### src/ooo_backend_pkg.sv
`default_nettype none

package ooo_backend_pkg;

    // datapath and tag widths
    localparam int XLEN   = 32;
    localparam int PREG_W = 6;   // 64 physical registers

    // integer ops handled by the ALU lanes
    typedef enum logic [2:0] {
        ALU_ADD = 3'd0,
        ALU_SUB = 3'd1,
        ALU_AND = 3'd2,
        ALU_OR  = 3'd3,
        ALU_XOR = 3'd4,
        ALU_SLT = 3'd5,   // signed compare
        ALU_SLL = 3'd6,
        ALU_SRL = 3'd7    // shifts use b[4:0]
    } alu_op_e;

    // one dispatched instruction, as it sits in an issue queue entry
    typedef struct packed {
        alu_op_e           op;
        logic [PREG_W-1:0] src0_preg;
        logic              src0_rdy;    // src0_data holds the operand
        logic [XLEN-1:0]   src0_data;
        logic [PREG_W-1:0] src1_preg;
        logic              src1_rdy;
        logic [XLEN-1:0]   src1_data;
        logic [PREG_W-1:0] dst_preg;
    } issue_pkt_t;

    // result on its way to the CDB, and the broadcast itself
    typedef struct packed {
        logic [PREG_W-1:0] rob_id;      // destination tag
        logic [XLEN-1:0]   w_data;
    } cdb_info_t;

endpackage

`default_nettype wire

### src/alu.sv
`default_nettype none

module alu (
    input  wire ooo_backend_pkg::alu_op_e        op_i,
    input  wire [ooo_backend_pkg::XLEN-1:0]      a_i,
    input  wire [ooo_backend_pkg::XLEN-1:0]      b_i,
    output logic [ooo_backend_pkg::XLEN-1:0]     result_o
);

    always_comb begin
        case (op_i)
            ooo_backend_pkg::ALU_ADD: result_o = a_i + b_i;
            ooo_backend_pkg::ALU_SUB: result_o = a_i - b_i;
            ooo_backend_pkg::ALU_AND: result_o = a_i & b_i;
            ooo_backend_pkg::ALU_OR:  result_o = a_i | b_i;
            ooo_backend_pkg::ALU_XOR: result_o = a_i ^ b_i;
            ooo_backend_pkg::ALU_SLT: begin
                result_o    = '0;
                result_o[0] = $signed(a_i) < $signed(b_i);
            end
            ooo_backend_pkg::ALU_SLL: result_o = a_i << b_i[4:0];
            ooo_backend_pkg::ALU_SRL: result_o = a_i >> b_i[4:0];   // logical
            default: result_o = '0;
        endcase
    end

endmodule

`default_nettype wire

### src/alu_iq.sv
`default_nettype none

module alu_iq #(
    parameter int IQ_DEPTH = 4
) (
    input  wire                                 clk,
    input  wire                                 arst_n_i,
    input  wire                                 flush_i,

    input  wire                                 dispatch_valid_i,
    input  wire ooo_backend_pkg::issue_pkt_t    dispatch_pkt_i,
    output logic                                entry_ready_o,

    input  wire                                 cdb_valid_i,
    input  wire ooo_backend_pkg::cdb_info_t     cdb_i,

    input  wire                                 fifo_full_i,
    output logic                                result_push_o,
    output ooo_backend_pkg::cdb_info_t          result_o
);

    localparam int IDX_W = (IQ_DEPTH > 1) ? $clog2(IQ_DEPTH) : 1;

    logic [IQ_DEPTH-1:0]               entry_valid;
    ooo_backend_pkg::issue_pkt_t       entry_pkt [IQ_DEPTH];
    logic [IQ_DEPTH-1:0][IQ_DEPTH-1:0] older;   // older[i][j] set when i came before j

    logic [IQ_DEPTH-1:0]              free_vec;
    logic [IQ_DEPTH-1:0]              ready_vec;
    logic [IQ_DEPTH-1:0]              grant_vec;
    logic [IDX_W-1:0]                 alloc_idx;
    logic [IDX_W-1:0]                 issue_idx;
    logic                             do_alloc;
    logic                             do_issue;
    ooo_backend_pkg::issue_pkt_t      issue_pkt;
    logic [ooo_backend_pkg::XLEN-1:0] alu_result;

    // snoop one CDB broadcast into any source still waiting on it
    function automatic ooo_backend_pkg::issue_pkt_t wakeup(
        input ooo_backend_pkg::issue_pkt_t pkt,
        input logic                        bcast_valid,
        input ooo_backend_pkg::cdb_info_t  info
    );
        ooo_backend_pkg::issue_pkt_t woken;
        woken = pkt;
        if (bcast_valid && !pkt.src0_rdy && pkt.src0_preg == info.rob_id) begin
            woken.src0_rdy  = 1'b1;
            woken.src0_data = info.w_data;
        end
        if (bcast_valid && !pkt.src1_rdy && pkt.src1_preg == info.rob_id) begin
            woken.src1_rdy  = 1'b1;
            woken.src1_data = info.w_data;
        end
        return woken;
    endfunction

    assign free_vec      = ~entry_valid;
    assign entry_ready_o = (|free_vec) & ~flush_i;
    assign do_alloc      = dispatch_valid_i & entry_ready_o;

    // lowest free slot takes the new instruction
    always_comb begin
        alloc_idx = '0;
        for (int i = IQ_DEPTH - 1; i >= 0; i--) begin
            if (free_vec[i]) begin
                alloc_idx = IDX_W'(i);
            end
        end
    end

    always_comb begin
        for (int i = 0; i < IQ_DEPTH; i++) begin
            ready_vec[i] = entry_valid[i] & entry_pkt[i].src0_rdy & entry_pkt[i].src1_rdy;
        end
    end

    // oldest ready entry wins, no other ready entry may be older
    always_comb begin
        grant_vec = '0;
        issue_idx = '0;
        for (int i = 0; i < IQ_DEPTH; i++) begin
            grant_vec[i] = ready_vec[i];
            for (int j = 0; j < IQ_DEPTH; j++) begin
                if (j != i && ready_vec[j] && older[j][i]) begin
                    grant_vec[i] = 1'b0;
                end
            end
            if (grant_vec[i]) begin
                issue_idx = IDX_W'(i);
            end
        end
    end

    assign do_issue  = (|grant_vec) & ~fifo_full_i;   // full fifo stalls issue
    assign issue_pkt = entry_pkt[issue_idx];

    alu alu_i (
        .op_i    (issue_pkt.op),
        .a_i     (issue_pkt.src0_data),
        .b_i     (issue_pkt.src1_data),
        .result_o(alu_result)
    );

    always_ff @(posedge clk or negedge arst_n_i) begin
        if (!arst_n_i) begin
            entry_valid   <= '0;
            older         <= '0;
            result_push_o <= 1'b0;
        end else if (flush_i) begin
            entry_valid   <= '0;
            result_push_o <= 1'b0;
        end else begin
            if (do_issue) begin
                entry_valid[issue_idx] <= 1'b0;
            end
            if (do_alloc) begin
                entry_valid[alloc_idx] <= 1'b1;
                for (int j = 0; j < IQ_DEPTH; j++) begin
                    older[alloc_idx][j] <= 1'b0;   // newest is older than nobody
                    older[j][alloc_idx] <= (j != alloc_idx);
                end
            end
            // result stage holds while the fifo is full
            if (!fifo_full_i) begin
                result_push_o <= do_issue;
            end
        end
    end

    always_ff @(posedge clk) begin
        for (int i = 0; i < IQ_DEPTH; i++) begin
            entry_pkt[i] <= wakeup(entry_pkt[i], cdb_valid_i, cdb_i);
        end
        if (do_alloc) begin
            entry_pkt[alloc_idx] <= wakeup(dispatch_pkt_i, cdb_valid_i, cdb_i);
        end
        if (do_issue) begin
            result_o.rob_id <= issue_pkt.dst_preg;
            result_o.w_data <= alu_result;
        end
    end

endmodule

`default_nettype wire

### src/result_fifo.sv
`default_nettype none

module result_fifo #(
    parameter int FIFO_DEPTH = 2
) (
    input  wire                             clk,
    input  wire                             arst_n_i,
    input  wire                             flush_i,

    input  wire                             push_i,
    input  wire ooo_backend_pkg::cdb_info_t push_data_i,
    output logic                            full_o,

    input  wire                             pop_i,
    output logic                            not_empty_o,
    output ooo_backend_pkg::cdb_info_t      head_o
);

    localparam int PTR_W = (FIFO_DEPTH > 1) ? $clog2(FIFO_DEPTH) : 1;
    localparam int CNT_W = $clog2(FIFO_DEPTH + 1);

    ooo_backend_pkg::cdb_info_t mem [FIFO_DEPTH];
    logic [PTR_W-1:0]           wr_ptr;
    logic [PTR_W-1:0]           rd_ptr;
    logic [CNT_W-1:0]           count;
    logic                       do_push;
    logic                       do_pop;

    // wrap at depth, which need not be a power of two
    function automatic logic [PTR_W-1:0] next_ptr(input logic [PTR_W-1:0] ptr);
        if (ptr == PTR_W'(FIFO_DEPTH - 1)) begin
            return '0;
        end
        return ptr + 1'b1;
    endfunction

    assign full_o      = (count == CNT_W'(FIFO_DEPTH));
    assign not_empty_o = (count != '0);
    assign head_o      = mem[rd_ptr];
    assign do_push     = push_i & ~full_o;
    assign do_pop      = pop_i & not_empty_o;

    always_ff @(posedge clk or negedge arst_n_i) begin
        if (!arst_n_i) begin
            wr_ptr <= '0;
            rd_ptr <= '0;
            count  <= '0;
        end else if (flush_i) begin
            wr_ptr <= '0;
            rd_ptr <= '0;
            count  <= '0;
        end else begin
            if (do_push) begin
                wr_ptr <= next_ptr(wr_ptr);
            end
            if (do_pop) begin
                rd_ptr <= next_ptr(rd_ptr);
            end
            count <= count + CNT_W'(do_push) - CNT_W'(do_pop);
        end
    end

    always_ff @(posedge clk) begin
        if (do_push) begin
            mem[wr_ptr] <= push_data_i;
        end
    end

endmodule

`default_nettype wire

### src/cdb_arbiter.sv
`default_nettype none

module cdb_arbiter (
    input  wire                             clk,
    input  wire                             arst_n_i,
    input  wire                             flush_i,

    input  wire [1:0]                       not_empty_i,
    input  wire ooo_backend_pkg::cdb_info_t head0_i,
    input  wire ooo_backend_pkg::cdb_info_t head1_i,
    output logic [1:0]                      pop_o,

    output logic                            cdb_valid_o,
    output ooo_backend_pkg::cdb_info_t      cdb_o
);

    logic last_grant;   // lane that won the previous grant

    // one pop per cycle, alternate when both lanes have data
    always_comb begin
        pop_o = 2'b00;
        if (!flush_i) begin
            if (not_empty_i == 2'b11) begin
                pop_o[0] = last_grant;
                pop_o[1] = ~last_grant;
            end else begin
                pop_o = not_empty_i;
            end
        end
    end

    always_ff @(posedge clk or negedge arst_n_i) begin
        if (!arst_n_i) begin
            last_grant  <= 1'b1;   // so lane 0 goes first
            cdb_valid_o <= 1'b0;
        end else if (flush_i) begin
            cdb_valid_o <= 1'b0;
        end else begin
            cdb_valid_o <= |pop_o;
            if (|pop_o) begin
                last_grant <= pop_o[1];
            end
        end
    end

    // registered broadcast, also the wakeup seen by both queues
    always_ff @(posedge clk) begin
        if (pop_o[1]) begin
            cdb_o <= head1_i;
        end else if (pop_o[0]) begin
            cdb_o <= head0_i;
        end
    end

endmodule

`default_nettype wire

### src/ooo_backend.sv
`default_nettype none

module ooo_backend #(
    parameter int IQ_DEPTH   = 4,
    parameter int FIFO_DEPTH = 2
) (
    input  wire                              clk,
    input  wire                              arst_n_i,
    input  wire                              flush_i,

    input  wire                              dispatch0_valid_i,
    input  wire ooo_backend_pkg::issue_pkt_t dispatch0_pkt_i,
    output wire                              dispatch0_ready_o,

    input  wire                              dispatch1_valid_i,
    input  wire ooo_backend_pkg::issue_pkt_t dispatch1_pkt_i,
    output wire                              dispatch1_ready_o,

    output wire                              cdb_valid_o,
    output wire ooo_backend_pkg::cdb_info_t  cdb_o
);

    // queue to fifo, per lane
    wire                             iq0_push;
    wire                             iq1_push;
    wire ooo_backend_pkg::cdb_info_t iq0_result;
    wire ooo_backend_pkg::cdb_info_t iq1_result;
    wire                             fifo0_full;
    wire                             fifo1_full;

    // fifo to arbiter
    wire [1:0]                       fifo_not_empty;
    wire [1:0]                       fifo_pop;
    wire ooo_backend_pkg::cdb_info_t fifo0_head;
    wire ooo_backend_pkg::cdb_info_t fifo1_head;

    alu_iq #(
        .IQ_DEPTH(IQ_DEPTH)
    ) alu_iq0_i (
        .clk             (clk),
        .arst_n_i        (arst_n_i),
        .flush_i         (flush_i),
        .dispatch_valid_i(dispatch0_valid_i),
        .dispatch_pkt_i  (dispatch0_pkt_i),
        .entry_ready_o   (dispatch0_ready_o),
        .cdb_valid_i     (cdb_valid_o),     // broadcast doubles as wakeup
        .cdb_i           (cdb_o),
        .fifo_full_i     (fifo0_full),
        .result_push_o   (iq0_push),
        .result_o        (iq0_result)
    );

    alu_iq #(
        .IQ_DEPTH(IQ_DEPTH)
    ) alu_iq1_i (
        .clk             (clk),
        .arst_n_i        (arst_n_i),
        .flush_i         (flush_i),
        .dispatch_valid_i(dispatch1_valid_i),
        .dispatch_pkt_i  (dispatch1_pkt_i),
        .entry_ready_o   (dispatch1_ready_o),
        .cdb_valid_i     (cdb_valid_o),
        .cdb_i           (cdb_o),
        .fifo_full_i     (fifo1_full),
        .result_push_o   (iq1_push),
        .result_o        (iq1_result)
    );

    result_fifo #(
        .FIFO_DEPTH(FIFO_DEPTH)
    ) result_fifo0_i (
        .clk        (clk),
        .arst_n_i   (arst_n_i),
        .flush_i    (flush_i),
        .push_i     (iq0_push),
        .push_data_i(iq0_result),
        .full_o     (fifo0_full),
        .pop_i      (fifo_pop[0]),
        .not_empty_o(fifo_not_empty[0]),
        .head_o     (fifo0_head)
    );

    result_fifo #(
        .FIFO_DEPTH(FIFO_DEPTH)
    ) result_fifo1_i (
        .clk        (clk),
        .arst_n_i   (arst_n_i),
        .flush_i    (flush_i),
        .push_i     (iq1_push),
        .push_data_i(iq1_result),
        .full_o     (fifo1_full),
        .pop_i      (fifo_pop[1]),
        .not_empty_o(fifo_not_empty[1]),
        .head_o     (fifo1_head)
    );

    cdb_arbiter cdb_arbiter_i (
        .clk        (clk),
        .arst_n_i   (arst_n_i),
        .flush_i    (flush_i),
        .not_empty_i(fifo_not_empty),
        .head0_i    (fifo0_head),
        .head1_i    (fifo1_head),
        .pop_o      (fifo_pop),
        .cdb_valid_o(cdb_valid_o),
        .cdb_o      (cdb_o)
    );

endmodule

`default_nettype wire

### config.mk
export PLATFORM = sky130hd
export DESIGN_NAME = ooo_backend
export DESIGN_NICKNAME = d
export VERILOG_FILES = /design/src/ooo_backend_pkg.sv /design/src/alu.sv /design/src/alu_iq.sv /design/src/result_fifo.sv /design/src/cdb_arbiter.sv /design/src/ooo_backend.sv
export SDC_FILE = /design/constraint.sdc
export NUM_CORES = 2
export LEC_CHECK = 0
export BUFFER_PORTS_ARGS = -buffer_cell sky130_fd_sc_hd__buf_2
export CORE_UTILIZATION = 55
export CTS_CLUSTER_DIAMETER = 80
export CTS_CLUSTER_SIZE = 10
export DETAILED_ROUTE_END_ITERATION = 10
export MAX_ROUTING_LAYER = met4
export PLACE_DENSITY = 0.8
export SLEW_MARGIN = 20
export SYNTH_ARGS = -nofsm -noshare
export SYNTH_HDL_FRONTEND = slang
export SYNTH_SLANG_ARGS = --single-unit
### constraint.sdc
create_clock -name clk -period 11.2 [get_ports clk]
set_input_delay 1.68 -clock clk [delete_from_list [all_inputs] [get_ports clk]]
set_output_delay 1.68 -clock clk [all_outputs]
set_load 0.02 [all_outputs]
==> results of run 1 <==
metal layers:
layer	track usage, %
met5	-
met4	21.0
met3	8.55
met2	60.8
met1	50.0
synthesized netlist by cell type, drive strengths merged, types with 18 or more instances:
| cell | n | area, µm² |
|---|---|---|
| a211oi | 160 | 1310 |
| a21o | 29 | 218 |
| a21oi | 328 | 1650 |
| a221oi | 32 | 367 |
| a22oi | 53 | 398 |
| a31oi | 28 | 175 |
| a41oi | 29 | 254 |
| and3 | 19 | 119 |
| buf | 186 | 927 |
| clkbuf | 210 | 788 |
| dfrtp | 43 | 1080 |
| edfxtp | 962 | 28900 |
| ha | 198 | 2480 |
| inv | 240 | 903 |
| mux2 | 538 | 6060 |
| mux2i | 308 | 3090 |
| nand2 | 325 | 1220 |
| nand2b | 25 | 156 |
| nand3 | 70 | 350 |
| nand4 | 44 | 307 |
| nor2 | 363 | 1390 |
| nor2b | 65 | 407 |
| nor3 | 135 | 681 |
| nor3b | 24 | 180 |
| nor4 | 20 | 161 |
| o211ai | 37 | 278 |
| o21a | 30 | 226 |
| o21ai | 297 | 1490 |
| o221ai | 18 | 158 |
| o22ai | 146 | 913 |
| o31ai | 21 | 158 |
| or3 | 20 | 125 |
| xnor2 | 102 | 893 |
| xor2 | 74 | 648 |
kinds of logic after synthesis:
kind of cell / share of synthesized area [%]
xor gates and xnor gates: 2.55
adders and majority gates: 4.24
AOI/OAI and AO/OA: 15.2
buffers and inverters: 4.33
and+or+nand+nor: 8.98
DFF: 49.6
muxes: 15.1
through the flow:
stage               setup WS, ns  cell area [µm²]  hold WS [ns]  util, %  cells
global route                3.68            66700         0.454     61.2   7040
CTS                         4.13            66600         0.437     61.1   7001
detailed placement          4.16            63300         0.430     58.1   6824
global placement            4.25            63300         0.422     58.0   6823
floorplan                   5.62            60500         0.421        -   5412
==> impl_metrics.csv, run 1 <==
group,metric,value,unit
synthesis,ys_warn_count,0,
synthesis,synth-edff-count,962,
global_routing,antenna_found_initial,40,
cts,numClockSinks,1006,
cts,clock_path_buffers,3,
floorplanning,fp.dieW,334,µm
synthesis,ys.flop_type,"edfxtp_1",
synthesis,synth_seq_area_share,49.6,%
run_status,error,"[ERROR DRT-0255] Maze Route cannot find path of net dispatch1_pkt_i[84] in worker of routeBox ( 289800 96600 ) ( 333655 144900 ).",
floorplanning,initial_core_util,55.5,%
cts,cts_root_buf,"clkbuf_16",
floorplanning,ios,220,
floorplanning,rows,121,
cts,hold_buffers,0,
floorplanning,dieHeight,334,µm
synthesis,synth_area,60500,µm²
cts,ctsResizeCount,0,
cts,htreeDepth,3,
synthesis,ys_ff_latch,1006,
cts,cts_post_setup_buffers_inserted,0,
run_status,status,"aborted with a tool error",
global_routing,grt_use_total,39.9,%
synthesis,netlist_instances,5412,
global_routing,grt_pass1_wl,318,mm
synthesis,synthesis.nets,5793,
synthesis,yosysUniqueCellTypes,100,
run_status,lastStage,"5_2_route",
global_routing,grt_start_max_net_pins,81,
placement,dp_hpwl,155,mm
global_routing,gr-total-overflow,0,
cts,cts_buffers,114,
synthesis,syn_avg_cell_area,11.2,µm²
placement,portBuffers,219,
placement,routabilityCongestion,1.06,
global_routing,grt_pass1_vias,46490,
synthesis,async_reset_ff_share,4.37,%
==> inputs of run 2 (changes only) <==
--- a/config.mk
+++ b/config.mk
@@ -6,12 +6,9 @@
 export NUM_CORES = 2
 export LEC_CHECK = 0
 export BUFFER_PORTS_ARGS = -buffer_cell sky130_fd_sc_hd__buf_2
-export CORE_UTILIZATION = 55
-export CTS_CLUSTER_DIAMETER = 80
-export CTS_CLUSTER_SIZE = 10
+export CORE_UTILIZATION = 40
 export DETAILED_ROUTE_END_ITERATION = 10
-export MAX_ROUTING_LAYER = met4
-export PLACE_DENSITY = 0.8
+export PLACE_DENSITY_LB_ADDON = 0.15
 export SLEW_MARGIN = 20
 export SYNTH_ARGS = -nofsm -noshare
 export SYNTH_HDL_FRONTEND = slang
==> run 2 against run 1 <==
- the run now ends clean
- synthesized area stayed put
- global-route usage is 10 points lower
- synthesized cell count stayed put
==> impl_metrics.csv, run 2 <==
group,metric,value,unit
critical_path,cp_cell_sequence,"nand4_1 > and4_1 > buf_4 > nor2_4 > buf_4 > nand2_1 > buf_4 > o22ai_1 > a21oi_1 > ha_1 > o21ai_0 > nor3b_1 > a2111oi_0 > a211oi_1 > a311oi_1 > a311oi_1 > buf_4 > o31a_1 > o21ai_1 > mux2i_1 > a221o_1",
sta,maxSlewHeadroom,15.8,%
critical_path,critPathSlowestCell,"a311oi_1",
synthesis,yosysUniqueCellTypes,100,
synthesis,syn_avg_cell_area,11.2,µm²
synthesis,yosysTopAreaCell,"edfxtp_1",
power_and_ir_drop,ir_worst_vdd,125,µV
drt,wl_per_cell,30.0,µm
run_status,status,"finished, final reports clean",
cts,cts_root_buf,"clkbuf_16",
drt,drc,0,
synthesis,netlist_instances,5412,
cts,ctsResizeCount,0,
final_layout,fillers,14124,
hold_path,worstHoldPathType,"flip-flop to flip-flop",
final_layout,utilization,45.3,%
job,drv_cap,0,
final_layout,multi_input_area,28200,µm²
power_and_ir_drop,p_leak,24.6,nW
sta,hold_viol,0,
sta,rsz0062_at_grt,"false",
cts,cts_tree,"built",
drt,drtIter0Drc,4584,
sta,tightest_slew,1.25,ns
sta,finalCritPeriodShare,65.3,%
cts,hold_buffers,0,
global_routing,grt_use_total,29.6,%
synthesis,async_reset_ff_share,4.37,%
drt,vias,46876,
global_routing,gr-total-overflow,0,
sta,fmax,0.137,GHz
drt,avgViaCountPerCell,6.11,
drt,postRouteAntennaNets,0,
global_routing,grt_pass1_vias,44840,
global_routing,grt_start_max_net_pins,77,
critical_path,slowest_delay,0.72,ns
floorplanning,die_area,153000,µm²
final_layout,reg_top3,"alu_iq0_i.entry_pkt: 348 flops, alu_iq1_i.entry_pkt: 348 flops",
placement,routabilityCongestion,1.02,
synthesis,synth-edff-count,962,
cts,clock_path_buffers,3,
sta,slew_viol_final,0,
synthesis,ys.flop_type,"edfxtp_1",
sta,clock_skew,0.0555,ns
final_layout,final_common_cell,"edfxtp_1",
critical_path,cp-end-kind,"flip-flop",
cts,clk_pin_slew,0.06,ns
global_routing,antenna_found_initial,45,
synthesis,ys_warn_count,0,
critical_path,worstSetupPathType,"flip-flop to flip-flop",
synthesis,synth_seq_area_share,49.6,%
cts,clock_latency,0.77,ns
floorplanning,rows,142,
final_layout,drive_above_1_share,22.3,%
floorplanning,fp.dieW,391,µm
floorplanning,dieHeight,391,µm
synthesis,synthesis.nets,5793,
critical_path,crit_required,11.71,ns
critical_path,cp_common_cell,"buf_4",
cts,numClockSinks,1006,
floorplanning,design.core.area,150000,µm²
floorplanning,ios,220,
global_routing,grt_pass1_wl,329,mm
synthesis,synthTopCellsByCount,"962 x edfxtp_1, 538 x mux2_2, 358 x nor2_1, 327 x a21oi_1, 325 x nand2_1",
final_layout,nets,5926,
cts,cts_post_setup_buffers_inserted,0,
synthesis,synth_area,60500,µm²
critical_path,worstPathArrival,7.82,ns
synthesis,synth_top_area_share,47.8,%
placement,portBuffers,219,
cts,cts_buffers,112,
placement,dp.cells,7447,
drt,wirelength,231,mm
sta,finalSetupViolations,0,
cts,htreeDepth,3,
final_layout,final_cells,7677,
final_layout,area_growth,12.2,%
power_and_ir_drop,power_density,194,nW/µm²
critical_path,crit_fanout,33,
final_layout,seqCellArea,30000,µm²
critical_path,start_kind,"flip-flop",
synthesis,yosysMostFrequentCell,"edfxtp_1",
final_layout,mostFrequentLayoutCells,"962 x edfxtp_1, 538 x mux2_2, 353 x nor2_1",
synthesis,ys_top_cells_by_area,"edfxtp_1 48%, mux2_2 10%, mux2i_1 5.1%",
floorplanning,initial_core_util,40.3,%
sta,finalSetupTns,0,ns
drt,dr.pass1.iters,6,
placement,dp_hpwl,162,mm
synthesis,ys_ff_latch,1006,
sta,layout_min_cycle_time,7.32,ns
## run 2: cell counts after synthesis
Identical to the previous run, type by type.
## run 2: worst paths after layout
check | slack [ns] | startpoint | endpoint | cells after the start
worst min register to register | 0.44 | alu_iq0_i.result_o[11] | result_fifo0_i.mem[0][11] | 0
worst max register to register | 3.88 | alu_iq1_i.entry_valid[0] | alu_iq1_i.result_o[29] | 21
min in group asynchronous | 1.02 | arst_n_i | asynchronous set/reset pin | 2
worst min-delay path | 0.44 | alu_iq0_i.result_o[11] | result_fifo0_i.mem[0][11] | 0
max in group asynchronous | 9.70 | arst_n_i | result_fifo1_i.rd_ptr | 2
worst max-delay path | 3.88 | alu_iq1_i.entry_valid[0] | alu_iq1_i.result_o[29] | 21
## run 2: cell type report
cell class | instances | share of cell area [%]
sequential | 1006 | 44.2
inverter | 241 | 1.34
multi-input combinational | 3769 | 41.5
clock buffer | 132 | 4.30
tap | 2016 | 3.71
clock inverter | 77 | 1.07
antenna | 21 | 0.0774
timing repair buffer | 415 | 3.80
## run 2: critical path: cells and delay by family (launching register included)
kind | cells | cell delay [ns]
flops | 1 | 0.56
simple gates | 5 | 1.23
buf+inv | 4 | 1.35
fa+ha+maj | 1 | 0.53
compound gates | 10 | 3.22
mux | 1 | 0.15
## run 2: metal layers
metal | track usage [%] | wire (µm)
met3 | 4.55 | 17100
met4 | 12.3 | 10100
met1 | 40.0 | 96900
met2 | 47.2 | 106000
met5 | 0 | 112
## run 2: where the power goes
group	leakage (nW)	switching, mW	internal, mW
sequential	9.27	0.291	4.72
combinational	13.6	2.78	1.71
clock	1.78	1.60	2.10
total	24.6	4.67	8.53
## run 2: logic make-up (layout without fill, tap and decap cells)
family                     after synthesis  after routing  share of synthesized area, %
adders and majority gates              203            203                          4.24
DFF                                   1006           1006                          49.6
AOI/OAI and AO/OA                     1388           1388                          15.2
and+or+nand+nor                       1156           1156                          8.98
buffers and inverters                  637            865                          4.33
xor gates and xnor gates               176            176                          2.55
muxes                                  846            846                          15.1
other                                    0             21                             0
## run 2: per-stage QoR
step	power, mW	hold WS [ns]	instance area (µm²)	worst slack [ns]
2_1_floorplan	7.77	0.421	60500	5.62
3_3_place_gp	9.48	0.423	64200	3.99
3_5_place_dp	9.49	0.431	64200	3.97
4_1_cts	13.2	0.444	67900	3.96
5_1_grt	13.7	0.448	67900	3.47
6_report	13.2	0.443	67900	3.88
Power figures use the tool's default switching activity.
